<file path="src/hw/id_pkg.sv">
package id_pkg;

    localparam int XLEN    = 64;
    localparam int REG_AW  = 5;
    localparam int SHAMT_W = 6;  // rv64 shifts go up to 63

    // major opcodes
    localparam logic [6:0] OPC_OP_IMM   = 7'b0010011;
    localparam logic [6:0] OPC_OP_IMM_W = 7'b0011011;
    localparam logic [6:0] OPC_OP       = 7'b0110011;
    localparam logic [6:0] OPC_OP_W     = 7'b0111011;
    localparam logic [6:0] OPC_BRANCH   = 7'b1100011;
    localparam logic [6:0] OPC_LOAD     = 7'b0000011;
    localparam logic [6:0] OPC_STORE    = 7'b0100011;
    localparam logic [6:0] OPC_JAL      = 7'b1101111;
    localparam logic [6:0] OPC_JALR     = 7'b1100111;
    localparam logic [6:0] OPC_LUI      = 7'b0110111;
    localparam logic [6:0] OPC_AUIPC    = 7'b0010111;

    // op-imm, also used for op since the codes line up
    localparam logic [2:0] F3_ADDI  = 3'b000;
    localparam logic [2:0] F3_SLLI  = 3'b001;
    localparam logic [2:0] F3_SLTI  = 3'b010;
    localparam logic [2:0] F3_SLTIU = 3'b011;
    localparam logic [2:0] F3_XORI  = 3'b100;
    localparam logic [2:0] F3_SRI   = 3'b101;  // srli and srai
    localparam logic [2:0] F3_ORI   = 3'b110;
    localparam logic [2:0] F3_ANDI  = 3'b111;

    localparam logic [2:0] F3_BEQ  = 3'b000;
    localparam logic [2:0] F3_BNE  = 3'b001;
    localparam logic [2:0] F3_BLT  = 3'b100;
    localparam logic [2:0] F3_BGE  = 3'b101;
    localparam logic [2:0] F3_BLTU = 3'b110;
    localparam logic [2:0] F3_BGEU = 3'b111;

    localparam logic [2:0] F3_LB  = 3'b000;
    localparam logic [2:0] F3_LH  = 3'b001;
    localparam logic [2:0] F3_LW  = 3'b010;
    localparam logic [2:0] F3_LD  = 3'b011;
    localparam logic [2:0] F3_LBU = 3'b100;
    localparam logic [2:0] F3_LHU = 3'b101;
    localparam logic [2:0] F3_LWU = 3'b110;

    localparam logic [2:0] F3_SB = 3'b000;
    localparam logic [2:0] F3_SH = 3'b001;
    localparam logic [2:0] F3_SW = 3'b010;
    localparam logic [2:0] F3_SD = 3'b011;

    localparam logic [2:0] F3_JALR = 3'b000;

    // 32-bit word ops, shared by op-imm-32 and op-32
    localparam logic [2:0] F3_ADDW  = 3'b000;  // addiw, addw, subw, mulw
    localparam logic [2:0] F3_SLLW  = 3'b001;
    localparam logic [2:0] F3_DIVW  = 3'b100;
    localparam logic [2:0] F3_SRW   = 3'b101;  // also divuw with m func7
    localparam logic [2:0] F3_REMW  = 3'b110;
    localparam logic [2:0] F3_REMUW = 3'b111;

    localparam logic [6:0] FUNC7_MULDIV = 7'b0000001;

    typedef union packed {
        struct packed {
            logic [6:0] func7;
            logic [4:0] rs2;
            logic [4:0] rs1;
            logic [2:0] func3;
            logic [4:0] rd;
            logic [6:0] opcode;
        } r_fmt;
        struct packed {
            logic [11:0] imm_11_0;
            logic [4:0]  rs1;
            logic [2:0]  func3;
            logic [4:0]  rd;
            logic [6:0]  opcode;
        } i_fmt;
        struct packed {
            logic [6:0] imm_11_5;
            logic [4:0] rs2;
            logic [4:0] rs1;
            logic [2:0] func3;
            logic [4:0] imm_4_0;
            logic [6:0] opcode;
        } s_fmt;
        struct packed {
            logic       imm_12;
            logic [5:0] imm_10_5;
            logic [4:0] rs2;
            logic [4:0] rs1;
            logic [2:0] func3;
            logic [3:0] imm_4_1;
            logic       imm_11;
            logic [6:0] opcode;
        } b_fmt;
        struct packed {
            logic [19:0] imm_31_12;
            logic [4:0]  rd;
            logic [6:0]  opcode;
        } u_fmt;
        struct packed {
            logic       imm_20;
            logic [9:0] imm_10_1;
            logic       imm_11;
            logic [7:0] imm_19_12;
            logic [4:0] rd;
            logic [6:0] opcode;
        } j_fmt;
    } inst_t;

endpackage

</file>
<file path="src/hw/inst_decode.sv">
module inst_decode (
    input  logic                        clk,
    input  logic                        rst_n_i,

    input  logic                        inst_valid_i,
    input  id_pkg::inst_t               inst_i,
    input  logic [id_pkg::XLEN-1:0]     inst_addr_i,

    // from imm_gen
    input  logic [id_pkg::XLEN-1:0]     imm_i_i,
    input  logic [id_pkg::XLEN-1:0]     imm_s_i,
    input  logic [id_pkg::XLEN-1:0]     imm_b_i,
    input  logic [id_pkg::XLEN-1:0]     imm_u_i,
    input  logic [id_pkg::XLEN-1:0]     imm_j_i,
    input  logic [id_pkg::SHAMT_W-1:0]  shamt_i,

    // register file read port
    input  logic [id_pkg::XLEN-1:0]     rs1_data_i,
    input  logic [id_pkg::XLEN-1:0]     rs2_data_i,
    output logic [id_pkg::REG_AW-1:0]   rs1_addr_o,
    output logic [id_pkg::REG_AW-1:0]   rs2_addr_o,

    // to id/ex
    output logic                        ex_valid_o,
    output logic [id_pkg::XLEN-1:0]     ex_inst_addr_o,
    output logic [id_pkg::XLEN-1:0]     ex_op1_o,
    output logic [id_pkg::XLEN-1:0]     ex_op2_o,
    output logic [id_pkg::REG_AW-1:0]   ex_rd_addr_o,
    output logic                        ex_reg_wen_o,
    output logic [id_pkg::XLEN-1:0]     ex_base_addr_o,
    output logic [id_pkg::XLEN-1:0]     ex_offset_addr_o
);

    logic [6:0] opcode;
    logic [2:0] func3;
    logic       f3_ok;     // opcode known and func3 legal for it
    logic       reg_shift; // op shift that only uses rs2[5:0]

    logic [id_pkg::XLEN-1:0]   op1_nxt;
    logic [id_pkg::XLEN-1:0]   op2_nxt;
    logic [id_pkg::REG_AW-1:0] rd_nxt;
    logic                      wen_nxt;
    logic [id_pkg::XLEN-1:0]   base_nxt;
    logic [id_pkg::XLEN-1:0]   offset_nxt;

    assign opcode = inst_i.r_fmt.opcode;
    assign func3  = inst_i.r_fmt.func3;

    assign reg_shift = (func3 == id_pkg::F3_SLLI || func3 == id_pkg::F3_SRI) &&
                       (inst_i.r_fmt.func7 != id_pkg::FUNC7_MULDIV);

    always_comb begin
        case (opcode)
            id_pkg::OPC_OP_IMM, id_pkg::OPC_OP:
                f3_ok = func3 inside {id_pkg::F3_ADDI, id_pkg::F3_SLLI, id_pkg::F3_SLTI,
                                      id_pkg::F3_SLTIU, id_pkg::F3_XORI, id_pkg::F3_SRI,
                                      id_pkg::F3_ORI, id_pkg::F3_ANDI};
            id_pkg::OPC_OP_IMM_W:
                f3_ok = func3 inside {id_pkg::F3_ADDW, id_pkg::F3_SLLW, id_pkg::F3_SRW};
            id_pkg::OPC_OP_W:
                f3_ok = func3 inside {id_pkg::F3_ADDW, id_pkg::F3_SLLW, id_pkg::F3_DIVW,
                                      id_pkg::F3_SRW, id_pkg::F3_REMW, id_pkg::F3_REMUW};
            id_pkg::OPC_BRANCH:
                f3_ok = func3 inside {id_pkg::F3_BEQ, id_pkg::F3_BNE, id_pkg::F3_BLT,
                                      id_pkg::F3_BGE, id_pkg::F3_BLTU, id_pkg::F3_BGEU};
            id_pkg::OPC_LOAD:
                f3_ok = func3 inside {id_pkg::F3_LB, id_pkg::F3_LH, id_pkg::F3_LW,
                                      id_pkg::F3_LD, id_pkg::F3_LBU, id_pkg::F3_LHU,
                                      id_pkg::F3_LWU};
            id_pkg::OPC_STORE:
                f3_ok = func3 inside {id_pkg::F3_SB, id_pkg::F3_SH, id_pkg::F3_SW, id_pkg::F3_SD};
            id_pkg::OPC_JALR:
                f3_ok = (func3 == id_pkg::F3_JALR);
            id_pkg::OPC_JAL, id_pkg::OPC_LUI, id_pkg::OPC_AUIPC:
                f3_ok = 1'b1;  // no func3 field
            default:
                f3_ok = 1'b0;
        endcase
    end

    always_comb begin
        rs1_addr_o = '0;
        rs2_addr_o = '0;
        op1_nxt    = '0;
        op2_nxt    = '0;
        rd_nxt     = '0;
        wen_nxt    = 1'b0;
        base_nxt   = '0;
        offset_nxt = '0;
        if (f3_ok) begin
            case (opcode)
                id_pkg::OPC_OP_IMM, id_pkg::OPC_OP_IMM_W: begin
                    rs1_addr_o = inst_i.i_fmt.rs1;
                    op1_nxt    = rs1_data_i;
                    if (func3 == id_pkg::F3_SLLI || func3 == id_pkg::F3_SRI) begin
                        op2_nxt = {{(id_pkg::XLEN-id_pkg::SHAMT_W){1'b0}}, shamt_i};
                    end else begin
                        op2_nxt = imm_i_i;
                    end
                    rd_nxt  = inst_i.i_fmt.rd;
                    wen_nxt = 1'b1;
                end
                id_pkg::OPC_OP, id_pkg::OPC_OP_W: begin
                    rs1_addr_o = inst_i.r_fmt.rs1;
                    rs2_addr_o = inst_i.r_fmt.rs2;
                    op1_nxt    = rs1_data_i;
                    op2_nxt    = reg_shift ?
                        {{(id_pkg::XLEN-id_pkg::SHAMT_W){1'b0}}, rs2_data_i[id_pkg::SHAMT_W-1:0]} :
                        rs2_data_i;  // m ops want the whole divisor
                    rd_nxt     = inst_i.r_fmt.rd;
                    wen_nxt    = 1'b1;
                end
                id_pkg::OPC_BRANCH: begin
                    rs1_addr_o = inst_i.b_fmt.rs1;
                    rs2_addr_o = inst_i.b_fmt.rs2;
                    op1_nxt    = rs1_data_i;  // compared in ex
                    op2_nxt    = rs2_data_i;
                    base_nxt   = inst_addr_i;
                    offset_nxt = imm_b_i;
                end
                id_pkg::OPC_LOAD: begin
                    rs1_addr_o = inst_i.i_fmt.rs1;
                    op1_nxt    = rs1_data_i;
                    op2_nxt    = imm_i_i;
                    rd_nxt     = inst_i.i_fmt.rd;
                    wen_nxt    = 1'b1;
                    base_nxt   = rs1_data_i;
                    offset_nxt = imm_i_i;
                end
                id_pkg::OPC_STORE: begin
                    rs1_addr_o = inst_i.s_fmt.rs1;
                    rs2_addr_o = inst_i.s_fmt.rs2;
                    op2_nxt    = rs2_data_i;  // store data
                    base_nxt   = rs1_data_i;
                    offset_nxt = imm_s_i;
                end
                id_pkg::OPC_JAL: begin
                    op1_nxt    = inst_addr_i;  // link = pc + 4
                    op2_nxt    = 64'd4;
                    rd_nxt     = inst_i.j_fmt.rd;
                    wen_nxt    = 1'b1;
                    base_nxt   = inst_addr_i;
                    offset_nxt = imm_j_i;
                end
                id_pkg::OPC_JALR: begin
                    rs1_addr_o = inst_i.i_fmt.rs1;
                    op1_nxt    = inst_addr_i;
                    op2_nxt    = 64'd4;
                    rd_nxt     = inst_i.i_fmt.rd;
                    wen_nxt    = 1'b1;
                    base_nxt   = rs1_data_i;
                    offset_nxt = imm_i_i;
                end
                id_pkg::OPC_LUI: begin
                    op2_nxt = imm_u_i;
                    rd_nxt  = inst_i.u_fmt.rd;
                    wen_nxt = 1'b1;
                end
                id_pkg::OPC_AUIPC: begin
                    op1_nxt    = inst_addr_i;
                    op2_nxt    = imm_u_i;
                    rd_nxt     = inst_i.u_fmt.rd;
                    wen_nxt    = 1'b1;
                    offset_nxt = imm_u_i;
                end
                default: ;
            endcase
        end
    end

    // payload only moves on a valid instruction
    always_ff @(posedge clk or negedge rst_n_i) begin
        if (!rst_n_i) begin
            ex_valid_o       <= 1'b0;
            ex_reg_wen_o     <= 1'b0;
            ex_inst_addr_o   <= '0;
            ex_op1_o         <= '0;
            ex_op2_o         <= '0;
            ex_rd_addr_o     <= '0;
            ex_base_addr_o   <= '0;
            ex_offset_addr_o <= '0;
        end else begin
            ex_valid_o   <= inst_valid_i;
            ex_reg_wen_o <= inst_valid_i && wen_nxt;
            if (inst_valid_i) begin
                ex_inst_addr_o   <= inst_addr_i;
                ex_op1_o         <= op1_nxt;
                ex_op2_o         <= op2_nxt;
                ex_rd_addr_o     <= rd_nxt;
                ex_base_addr_o   <= base_nxt;
                ex_offset_addr_o <= offset_nxt;
            end
        end
    end

    // a bubble must never write back in a later stage
    a_wen_needs_valid: assert property (@(posedge clk) disable iff (!rst_n_i)
        !ex_valid_o |-> !ex_reg_wen_o)
        else $error("inst_decode: write enable set on an invalid slot");

endmodule

</file>
<file path="config.mk">
export PLATFORM = sky130hd
export DESIGN_NAME = inst_decode
export DESIGN_NICKNAME = d
export VERILOG_FILES = /design/src/hw/id_pkg.sv /design/src/hw/inst_decode.sv
export SDC_FILE = /design/constraint.sdc
export NUM_CORES = 1
export LEC_CHECK = 0
export ABC_AREA = 1
export BUFFER_PORTS_ARGS = -buffer_cell sky130_fd_sc_hd__buf_2
export CAP_MARGIN = 20
export CELL_PAD_IN_SITES_DETAIL_PLACEMENT = 0
export CELL_PAD_IN_SITES_GLOBAL_PLACEMENT = 2
export CORE_AREA = 4 4 340 342
export DETAILED_ROUTE_END_ITERATION = 10
export DIE_AREA = 0 0 344 346
export PLACE_DENSITY = 0.69
export SLEW_MARGIN = 20
export SYNTH_ARGS = -nofsm -noshare
export SYNTH_HDL_FRONTEND = slang
export SYNTH_SLANG_ARGS = --single-unit
export TNS_END_PERCENT = 50
</file>
<file path="constraint.sdc">
create_clock -name clk -period 1.7 [get_ports clk]
set_input_delay 0.255 -clock clk [delete_from_list [all_inputs] [get_ports clk]]
set_output_delay 0.255 -clock clk [all_outputs]
set_load 0.01 [all_outputs]
</file>
-- Word level (Yosys, flattened, before mapping)
Index checks and enable logic that the tools add are counted.
- equality and inequality tests: 19
- mux-type cells: 19
- reduce and logical (&&, ||, !) cells: 25
- operators by type and width (kind ; number):
    $mux 64 ; 6
    $pmux 64 s6 ; 1
    $pmux 64 s5 ; 1
    $pmux 64 s2 ; 2
    $mux 5 ; 6
    $eq 7x6->1 const B ; 4
    $eq 7x5->1 const B ; 3
    $eq 7x7->1 const B ; 3
    $reduce_or 2->1 ; 9
    $eq 3x3->1 const B ; 4
    $reduce_or 3->1 ; 3
    $reduce_or 9->1 ; 1
    $reduce_bool 8->1 ; 1
    $reduce_or 8->1 ; 1
    $eq 7x2->1 const B ; 1
    $ne 7x1->1 const B ; 1
    $pmux 1 s7 ; 1
    $reduce_bool 7->1 ; 1
    $eq 3x2->1 const B ; 2
    $reduce_bool 6->1 ; 1
    $reduce_or 6->1 ; 1
    $reduce_bool 4->1 ; 1
    $reduce_or 4->1 ; 1
    $eq 3x1->1 const B ; 1
    5 further kinds ; 7
- flip-flop bits (word level): 327
- input port bits: 553
- output and inout port bits: 337

-- Longest topological paths before layout
Gate-level depths: netlist of the first run.
- depth in word-level cells: 6
- mapped depth: 14
- mapped depth without buffers: 11

-- Least setup slack after synthesis of the first run
OpenSTA, ideal clock, no wires.
- path kind: input-to-output
- from: in inst_i[4] (netlist bit)
- to: out rs1_addr_o[0] (netlist bit)
- arrival time: 1.464 ns
- slack: -0.019 ns
- cell stages on the path: 13
- buffers on the path: 2
- cells stage by stage: inv_2 > nand2_1 > nor2_4 > nand2_1 > nand2_1 > nand2_1 > nand2_1 > nor2_1 > nand2_1 > buf_2 > buf_6 > inv_2 > nor2_1
- word-level cells in the longest chain between the ends: 4
- elaborated cells between the ends (all ways): 18
- classes of those cells: eq/ne: 11; mux: 3; reduce/logical: 4
- ends and longest elaborated chain (element ; RTL line ; source):
    start: declaration ; inst_decode.sv:6 ; input id_pkg::inst_t inst_i,
    $eq 7x5->1 (tied with other cells) ; inst_decode.sv:53 ; case (opcode)
    $reduce_or 3->1 (tied with other cells) ; inst_decode.sv:53 ;
    $pmux 1 s7 or $mux 5 (tied branches) ; inst_decode.sv:53, inst_decode.sv:91 ;
    $mux 5 * ; inst_decode.sv:90 ; if (f3_ok) begin
    end: declaration ; inst_decode.sv:20 ; output logic [id_pkg::REG_AW-1:0] rs1_addr_o,
Mark *: on every way between the ends. The rest lies on a longest branch, timed or not.

-- Worst setup path in the final report of the first run
- from: in inst_i[5] (netlist bit)
- to: out rs1_addr_o[3] (netlist bit)
The elaborated chain is that of the path after synthesis.

==> summary.txt, run 1 <==
Outcome
  • Status: finished, violations left
  • Violated checks: negative setup slack

Worst hold path
  • Hold Path Class: in2reg
  • Hold path startpoint: imm_s_i[60]

STA
  • Final period utilization: 105%
  • Relative slew slack: a little over two thirds
  • FMAX: between 500 and 600 MHz
  • Worst slew pin tran: between 0.4 and 0.5 ns
  • Final Hold Viols: 0
  • Final setup viols: 10
  • Final Max Slew Viols: 0
  • RSZ-0062 raised after global routing: yes
  • Post-layout minimum cycle time: roughly 1.8 ns
  • Skew final: 0 ns
  • Final WS setup: -0.0881 ns

Clock network
  • Root buf cell: clkbuf_16
  • Longest Clk Path Bufs: 3
  • CTS clk-pin slew, worst paths: about 0.060 ns
  • Clock Latency Late Sink: around 0.6 ns
  • TritonCTS Buffers: between 40 and 50
  • CTS tree: yes
  • H-tree depth: 2
  • Sinks on Clock Net: around 330

Flow run
  • Number of max-cap violations: 0

GRT
  • First-pass GRT wire length: 183000 um
  • Aggregate global-route resource usage: 20.5%
  • Largest net degree at the start of global routing: 65
  • Vias in the first global route: 25799
  • Initial antenna violation count: 39
  • GRT overflow: 0

Pwr
  • Overall power: around 21000 uW
  • Switching Share: between 20 and 30%
  • Int Power: between 15000 and 20000 uW
  • Comb power frac: between 15 and 20%
  • Leakage: between 0.015 and 0.02 uW
  • Power density cells: roughly 670 nW/um^2
  • Sw Pwr: 6230 uW
  • Max VDD drop: about 0.71 mV
  • Clock power share: a little under half
  • Seq pwr share: a little under two fifths

Logic synthesis
  • Seq/Total Area, Yosys: between 40% and 50%
  • Mean area per synthesized cell: about 6.5 um^2
  • Post-Syn Instances: 3081
  • Post-Syn Nets: approximately 3600
  • #FFs+latches synth: around 330
  • Yosys cell types: 21
  • Yosys top cell area share: 41.1%
  • Mapped cell area: roughly 20000 um^2
  • Synth warn: 0
  • Area contributors post-synth: dfrtp_1 41%, nand2_1 23%, nand3_1 19%
  • Synth area leader: dfrtp_1

Detailed routing
  • Routed WL: 127000 um
  • Initial DRC count: just under 2000
  • Drt pass-1 iters: 5
  • Vias/cell: ~4.4
  • Via count: ~26000
  • DRC: 0
  • Antenna violation net count after detailed routing: 0
  • Drt wl/cell: about 22 um

Finish
  • Area Overhead vs Synth: 59.5%
  • Ratio of cells with drive above 1 in the final layout: 29.7%
  • # nets final: between 4000 and 5000
  • Final core occ: approximately 28%

Floorplan
  • Die Y: 346 um
  • Die area: approximately 120000 um^2
  • Starting Density: 17.7%
  • Boundary Pins: roughly 900
  • Die W: 344 um
  • Core Footprint: between 100000 and 150000 um^2
  • Num rows: around 120

Critical path
  • Worst EP required: roughly 1.4 ns
  • CP Cell Sequence: buf_4 -> nor3_4 -> nand2_2 -> buf_12 -> inv_4 -> nor2_2 -> nand3_2 -> buf_6 -> nand2_2 -> nor2_4 -> buf_6
  • CP startpoint kind: input pin
  • WP buf/inv: 5
  • Crit path DAT: 1.53 ns
  • Largest stage delay, worst path: 0.25 ns
  • Crit path from: inst_i[5]
  • Crit Path Category: in2out
  • Largest delay share family, worst path: simple AND/OR/NAND/NOR gates
  • RR Startpoint: ex_op2_o[11]
  • Largest fanout on the critical path: 5
  • Crit end category: primary output
  • CP max stage cell: nor3_4

Placement
  • Port buffer count: a little under 900
  • GPL Wtd Cong: a little over 0.9
  • Final HPWL DP: around 99000 um
## cells in the mapped netlist (all sizes together)
| master | instances |
|---|---|
| nand3 | 745 |
| nor3 | 2 |
| clkbuf | 145 |
| nor2 | 152 |
| nand2 | 1242 |
| or2 | 1 |
| o21ai | 135 |
| a21oi | 8 |
| inv | 163 |
| dfrtp | 327 |
| and2 | 1 |
| nand4 | 65 |
| buf | 95 |
## final timing paths
kind	cells after the start	slack, ns	to
max	11	-0.09	rs1_addr_o[3]
min	5	0.05	ex_offset_addr_o[60]
max reg2reg	2	0.98	ex_op2_o[11]
min reg2reg	2	0.47	ex_inst_addr_o[28]
max in group asynchronous	4	0.85	ex_rd_addr_o[0]
min in group asynchronous	2	0.14	ex_op1_o[28]
## per-stage QoR
stage	setup WS [ns]	instances	setup TNS, ns	hold WS, ns	area, um^2
floorplan	-0.0189	3081	-0.189	-0.0406	19900
global placement	-0.543	5457	-102.82	0.133	28000
detailed placement	-0.540	5457	-109.15	0.134	28000
CTS	-0.0917	5736	-0.740	0.000550	31600
global route	-0.162	5745	-1.45	0.0303	31800
finish	-0.0881	5752	-0.690	0.0487	31800
## routing by layer
metal | wire length (um) | vias to the layer above | part of all wire (%) | global-route usage (%)
li1 | - | 12238 | - | -
met2 | 59500 | 1003 | 47 | 34.1
met5 | 145 | - | 0.11 | 0
met3 | 9630 | 168 | 7.6 | 5.15
met1 | 55000 | 12106 | 43 | 26.6
met4 | 3120 | 22 | 2.5 | 4.82
## cell families after synthesis
family	after synthesis	synth area share [%]
AOI/OAI and AO/OA	143	3.59
buffers and inverters	403	8.13
and+or+nand+nor	2208	47.2
DFF	327	41.1
## cell usage in the layout, fill, tap and decap left out, types with 5 or more instances in the layout
master         count
a21oi_1            7
buf_12            72
buf_2            871
buf_4            163
buf_6             17
buf_8              5
clkbuf_1          12
clkbuf_16         47
clkbuf_8           9
clkinv_2          12
dfrtp_1          327
diode_2           13
dlygate4sd3_1    183
inv_1            153
nand2_1         1219
nand2_2           11
nand2_4           11
nand3_1          742
nand4_1           65
nor2_1           134
nor2_4            16
o21ai_0          134
## power by group through the flow
| stage | Combinational, uW | Clock (uW) | Sequential [uW] |
|---|---|---|---|
| 6_report | 3450 | 9930 | 8040 |
| 5_1_grt | 3740 | 10600 | 8050 |
| 4_1_cts | 3480 | 10300 | 8040 |
| 3_5_place_dp | 3050 | 0 | 8170 |
| 3_3_place_gp | 3060 | 0 | 8170 |
| 2_1_floorplan | 843 | 0 | 8230 |
## worst reg2reg max path, cell delays in order, from the launching register on
cell and delay (ns):
dfrtp_1 0.46, nand2_1 0.10, nand2_1 0.05
## sequential cells by signal, summed over array words and instances (netlist names)
register          cells
ex_base_addr_o       64
ex_inst_addr_o       64
ex_offset_addr_o     64
ex_op1_o             64
ex_op2_o             64
ex_rd_addr_o          5
ex_reg_wen_o          1
ex_valid_o            1
## area by class of cell
cell class | count | area, um^2
multi-input combinational | 2351 | 10400
clock buffer | 68 | 1350
tap | 1500 | 1880
inverter | 163 | 638
timing repair buffer | 1311 | 9120
sequential | 327 | 8180
fill | 12742 | 80500
antenna | 13 | 32.5
clock inverter | 19 | 195
## repair_timing
| action | CTS | global route |
|---|---|---|
| hold buffers | 183 | 0 |
| pin swaps | 16 | 16 |
| gates resized for setup | 60 | 27 |
| buffers inserted | 9 | 3 |
| endpoints found under the setup margin | 10 | 10 |
| hold endpoints to repair | 442 | 0 |
(Power assumes the default switching activity.)
==> run 2, diff against run 1 <==
CORE_AREA = 2 2 348 350   (was 4 4 340 342)
DIE_AREA = 0 0 350 352   (was 0 0 344 346)
PLACE_DENSITY = 0.66   (was 0.69)
REMOVE_ABC_BUFFERS = 1   (was unset)
==> run 2 against run 1 <==
The flow still finishes with violations (negative setup slack). Worst hold slack better by 0.0086 ns. Critical path depth unchanged. Clock power is 7% higher. Via count up 1.2%. Combinational power up 4%. Worst setup slack better by 0.014 ns. Wire length shrank 1.7%. Maximum frequency increased by 0.76%. First-iteration DRC count decreased by 14%. Die area up 3.5%. Clock-buffer cell count decreased by 2. Largest cell class unchanged. Largest power group unchanged.
==> summary.txt, run 2 (same netlist as run 1, synthesis figures left out) <==
Outcome
  • Status: finished, violations left
  • Violated checks: negative setup slack

GRT
  • Initial antenna violation count: 38 (-2.6%)
  • Largest net degree at the start of global routing: 67 (+3.1%)
  • GRT overflow: 0 (unchanged)
  • Vias in the first global route: 25882 (+0.32%)
  • First-pass GRT wire length: 180000 um (-1.2%)
  • Aggregate global-route resource usage: 19.6% (-0.89 points)

Finish
  • # nets final: 4862 (+2.3%)
  • Area Overhead vs Synth: 66.1%
  • Final core occ: 27.7% (-0.57 points)
  • Finished Layout Cells: 5967 (+3.7%)
  • Most frequent cells in the layout: 1228 x nand2_1, 881 x buf_2, 742 x nand3_1
  • Ratio of cells with drive above 1 in the final layout: 29.1% (-0.68 points)
  • Most common cell after layout, fill and taps aside: nand2_1

Flow run
  • Number of max-cap violations: 0 (unchanged)

Detailed routing
  • Drt wl/cell: 21.0 um (-5.2%)
  • Antenna violation net count after detailed routing: 0 (unchanged)
  • Vias/cell: 4.33 (-2.5%)
  • Via count: 25837 (+1.2%)
  • Routed WL: 125000 um (-1.7%)
  • DRC: 0 (unchanged)
  • Drt pass-1 iters: 5 (unchanged)
  • Initial DRC count: 1659 (-14%)

Worst hold path
  • Hold Path Class: in2reg
  • Hold path startpoint: rs1_data_i[51]

Critical path
  • Crit Path Category: in2out
  • Crit path from: inst_i[2]
  • RR Startpoint: ex_inst_addr_o[30]
  • Largest fanout on the critical path: 6 (+1)
  • Worst EP required: 1.44 ns (about the same)
  • R2R setup slack: 0.99 ns (about the same)
  • Crit path DAT: 1.52 ns (about the same)
  • CP startpoint kind: input pin
  • Crit end category: primary output

Placement
  • GPL Wtd Cong: 0.834 (-8.0%)
  • Placed Cells: 5579 (+2.2%)
  • Port buffer count: 889 (unchanged)
  • Final HPWL DP: 95400 um (-4.0%)
  • Pre-CTS worst setup slack: -0.333 ns (+0.207 ns)

Pwr
  • Max VDD drop: 0.737 mV (+3.6%)
  • Power density cells: 671 nW/um^2 (-0.42%)
  • Leakage: 0.0183 uW (+2.9%)

STA
  • Relative slew slack: 61.2% (-9.4 points)
  • Post-layout minimum cycle time: 1.77 ns (-0.0135 ns)
  • Final setup viols: 11 (+1)
  • Worst slew pin tran: 0.583 ns (+0.140 ns)
  • RSZ-0062 raised after global routing: yes
  • Final period utilization: 104% (-0.80 points)
  • Final Hold Viols: 0 (unchanged)
  • Final WS setup: -0.0746 ns (+0.0135 ns)
  • Final Max Slew Viols: 0 (unchanged)
  • Skew final: 0 ns (unchanged)
  • FMAX: 564 MHz (+0.76%)
  • Post-Route Setup TNS: -0.376 ns (+0.313 ns)

Floorplan
  • Num rows: 127 (+3.3%)
  • Boundary Pins: 890 (unchanged)
  • Die Y: 352 um (+1.7%)
  • Starting Density: 16.7% (-1.0 points)
  • Core Footprint: 119000 um^2 (+6.2%)
  • Die area: 123000 um^2 (+3.5%)
  • Die W: 350 um (+1.7%)

Clock network
  • Clock Latency Late Sink: 0.61 ns (about the same)
  • H-tree depth: 2 (unchanged)
  • Root buf cell: clkbuf_16
  • CTS tree: yes
  • CTS clk-pin slew, worst paths: 0.05 ns (about the same)
  • TritonCTS Buffers: 46 (-2.1%)
  • Longest Clk Path Bufs: 3 (unchanged)
  • Sinks on Clock Net: 327 (unchanged)
==> run 2: cell count changes in the layout (fill, tap and decap cells not counted), sizes merged <==
cell	change
buf	+17
bufinv	+4
clkbuf	-2
clkinv	-7
diode	-3
dlygate4sd3	+92
inv	+2
==> run 2: repair_timing <==
action,4_1_cts,5_1_grt
hold endpoints to repair,504,0
buffers inserted,14,5
pin swaps,28,13
setup endpoints to repair,10,12
gates resized for setup,36,14
hold buffers,275,0
==> run 2: final cells by class <==
type / count / area [um^2]
antenna: 10 / 25.0
clock buffer: 66 / 1340
clock inverter: 18 / 273
fill: 13414 / 86200
inverter: 163 / 633
multi-input combinational: 2351 / 10300
sequential: 327 / 8180
tap: 1612 / 2020
timing repair buffer: 1420 / 10300
==> run 2: worst paths after layout <==
path	endpoint	cells past startpoint
worst max register to register	ex_inst_addr_o[30]	2
max in group asynchronous	ex_op1_o[59]	3
worst min-delay path	ex_base_addr_o[51]	5
min in group asynchronous	ex_inst_addr_o[36]	2
worst min register to register	ex_inst_addr_o[63]	2
worst max-delay path	rs2_addr_o[4]	11
==> run 2: critical path, stage by stage <==
cell	delay (ns)
buf_8	0.10
inv_4	0.05
nand2_4	0.05
nor2_4	0.17
buf_6	0.14
nand2_4	0.05
buf_6	0.12
nand4_1	0.23
nand2_1	0.09
nor2_1	0.12
buf_2	0.14
==> run 2: through the flow <==
step / power (uW) / area [um^2] / hold WS (ns)
after floorplan: 8910 / 18900 / -0.0406
after global routing: 23200 / 33100 / 0.0313
after detailed placement: 11200 / 28400 / 0.188
final: 22200 / 33100 / 0.0573
after global placement: 11200 / 28400 / 0.193
after CTS: 22700 / 33000 / 0.000309
==> run 2: report_power, final <==
| group | switching [uW] | internal [uW] |
|---|---|---|
| registers | 96.3 | 7940 |
| logic | 2030 | 1570 |
| clock network | 4170 | 6400 |
| total | 6290 | 15900 |
==> run 2: layer usage <==
metal	vias to the layer above	part of all wire, %	track usage, %
li1	12443	-	-
met1	12316	43	24.6
met2	905	49	34.0
met3	147	6.7	4.54
met4	26	1.7	3.90
met5	-	0.14	0
==> run 3, diff against run 2 <==
CORE_AREA = 2 2 351 353   (was 2 2 348 350)
CTS_BUF_LIST = sky130_fd_sc_hd__clkbuf_8   (was unset)
DIE_AREA = 0 0 353 355   (was 0 0 350 352)
PLACE_DENSITY = 0.65   (was 0.66)
==> run 3 against run 2 <==
The run still ends with negative setup slack left. Clock power down 13%. Wire length rose by 4.8%. Sequential share of layout area decreased by 0.95 points. Utilization grew 0.63 points. Final cell count up 2.8%. Critical endpoint is now ex_offset_addr_o[13]. Largest power group unchanged. Highest routed layer unchanged.
==> summary.txt, run 3 (same netlist as run 1, synthesis figures left out) <==
Outcome
  • Status: finished, violations left
  • Violated checks: negative setup slack

STA
  • Final period utilization: 101% (-3.4 points)
  • FMAX: 582 MHz (+3.3%)
  • Final setup viols: 4 (-7)
  • Final Hold Viols: 0 (unchanged)
  • Worst slew pin tran: 0.764 ns (+0.181 ns)
  • Skew final: 0 ns (unchanged)
  • Final Max Slew Viols: 0 (unchanged)
  • Relative slew slack: 48.9% (-12 points)
  • Post-Route Setup TNS: -0.0511 ns (+0.325 ns)
  • RSZ-0062 raised after global routing: yes
  • Post-layout minimum cycle time: 1.72 ns (-0.0572 ns)
  • Final WS setup: -0.0174 ns (+0.0572 ns)

Detailed routing
  • DRC: 0 (unchanged)
  • Drt pass-1 iters: 6 (+1)
  • Via count: 26804 (+3.7%)
  • Vias/cell: 4.37 (+0.89%)
  • Initial DRC count: 1771 (+6.8%)
  • Antenna violation net count after detailed routing: 0 (unchanged)
  • Drt wl/cell: 21.4 um (+1.9%)
  • Routed WL: 131000 um (+4.8%)

Pwr
  • Sw Pwr: 6470 uW (+2.8%)
  • Power density cells: 612 nW/um^2 (-8.7%)
  • Leakage: 0.0194 uW (+6.0%)
  • Clock power share: 43.8% (-3.8 points)
  • Comb power frac: 18.0% (+1.8 points)
  • Switching Share: 30.7% (+2.4 points)
  • Seq pwr share: 38.2% (+2.0 points)
  • Int Power: 14600 uW (-8.2%)
  • Max VDD drop: 0.384 mV (-48%)

Critical path
  • RR Startpoint: ex_inst_addr_o[0]
  • Largest fanout on the critical path: 6 (unchanged)
  • Crit Path Category: in2reg
  • Worst EP required: 2.28 ns (+0.84 ns)
  • Crit path DAT: 2.30 ns (+0.78 ns)
  • Reg2reg end: ex_inst_addr_o[0]
  • R2R setup slack: 0.55 ns (-0.44 ns)
  • Crit end category: register
  • Reg2reg path depth: 3 (+1)
  • CP startpoint kind: input pin

GRT
  • GRT overflow: 0 (unchanged)
  • First-pass GRT wire length: 184000 um (+2.2%)
  • Aggregate global-route resource usage: 19.6% (about the same)
  • Largest net degree at the start of global routing: 70 (+4.5%)
  • Vias in the first global route: 27173 (+5.0%)
  • Initial antenna violation count: 34 (-11%)

Finish
  • Most common cell after layout, fill and taps aside: nand2_1
  • Fillers: 13817 (+3.0%)
  • Most frequent cells in the layout: 1214 x nand2_1, 881 x buf_2, 741 x nand3_1
  • Area Overhead vs Synth: 72.8%
  • Area of the multi-input gates: 10400 um^2 (+0.91%)
  • Ratio of cells with drive above 1 in the final layout: 29.1% (about the same)
  • # nets final: 5000 (+2.8%)
  • Register area: 8190 um^2 (about the same)
  • Finished Cell Area: 34400 um^2 (+4.0%)

Flow run
  • Number of max-cap violations: 0 (unchanged)

Worst hold path
  • Hold path depth: 5 (unchanged)
  • Hold Path Class: in2reg
  • Hold Path End: ex_offset_addr_o[63]
  • Hold path startpoint: imm_s_i[63]

Placement
  • Port buffer count: 889 (unchanged)
  • DP Area: 28100 um^2 (-0.87%)
  • Pre-CTS worst setup slack: -0.354 ns (-0.0207 ns)
  • GPL Wtd Cong: 0.831 (-0.29%)
  • Final HPWL DP: 96800 um (+1.5%)

Floorplan
  • Die area: 125000 um^2 (+1.7%)
  • Die Y: 355 um (+0.85%)
  • Starting Density: 16.4% (-0.28 points)
  • Boundary Pins: 890 (unchanged)
  • Die W: 353 um (+0.86%)
  • Core Footprint: 121000 um^2 (+1.7%)
  • Num rows: 128 (+0.79%)

Clock network
  • H-tree depth: 3 (+1)
  • Root buf cell: clkbuf_8
  • Longest Clk Path Bufs: 3 (unchanged)
  • CTS tree: yes
  • TritonCTS Buffers: 71 (+54%)
  • CTS clk-pin slew, worst paths: 0.06 ns (about the same)
  • Clock Latency Late Sink: 0.70 ns (+0.09 ns)
  • Sinks on Clock Net: 327 (unchanged)
run 3: what timing repair did:
item | in CTS | in global routing
gates cloned | 0 | 10
setup buffers | 12 | 14
pin swaps | 17 | 28
gates resized for setup | 34 | 78
hold buffers | 394 | 3
endpoints found under the hold margin | 651 | 2
endpoints found under the setup margin | 12 | 119
run 3: power by group through the flow:
stage | combinational [uW] | sequential [uW] | clock [uW]
after floorplan | 679 | 8230 | 0
after global placement | 3060 | 8180 | 0
after detailed placement | 3070 | 8180 | 0
after CTS | 3760 | 8040 | 9620
after global routing | 4110 | 8050 | 9910
final | 3800 | 8040 | 9240
run 3: worst max-delay path by stage:
stage | startpoint | to | slack, ns | cells past startpoint
2_1_floorplan | inst_i[1] | rs1_addr_o[0] | -8.89 | 10
3_3_place_gp | inst_i[4] | ex_base_addr_o[43] | -0.35 | 13
3_5_place_dp | inst_i[1] | ex_base_addr_o[32] | -0.35 | 12
4_1_cts | inst_i[2] | rs1_addr_o[3] | 0.0002 | 12
5_1_grt | inst_i[1] | rs2_addr_o[0] | -0.08 | 11
6_report | inst_i[1] | ex_offset_addr_o[13] | -0.02 | 15
run 3: cell type report:
| cell class | count | area share, % |
|---|---|---|
| antenna | 12 | 0.0872 |
| clock buffer | 87 | 3.48 |
| clock inverter | 38 | 0.741 |
| inverter | 163 | 1.86 |
| multi-input combinational | 2351 | 30.2 |
| sequential | 327 | 23.8 |
| tap | 1625 | 5.90 |
| timing repair buffer | 1533 | 33.9 |
run 3: metal layers:
layer / global-route usage, % / part of all wire (%)
met5: 0 / 0.11
met4: 5.65 / 2.7
met3: 4.39 / 6.5
met2: 33.8 / 48
met1: 24.4 / 42
run 3: worst max-delay path, stage by stage:
cell,delay (ns)
buf_2,0.11
nand2_4,0.09
nor2_4,0.06
buf_12,0.13
buf_6,0.11
nand2_2,0.08
buf_6,0.14
nand2_8,0.11
buf_12,0.15
clkbuf_16,0.16
nand2_2,0.10
nand4_1,0.09
dlygate4sd3_1,0.56
nand3_1,0.08
nand2_1,0.05
run 3: through the flow:
| stage | hold WS [ns] | utilization (%) | total power [uW] | instances |
|---|---|---|---|---|
| floorplan | -0.0406 | - | 8910 | 2841 |
| global placement | 0.144 | 23.2 | 11200 | 5572 |
| detailed placement | 0.142 | 23.2 | 11200 | 5572 |
| CTS | 0.00385 | 27.8 | 21400 | 6103 |
| global route | 0.0253 | 28.4 | 22100 | 6132 |
| finish | 0.00956 | 28.4 | 21100 | 6136 |
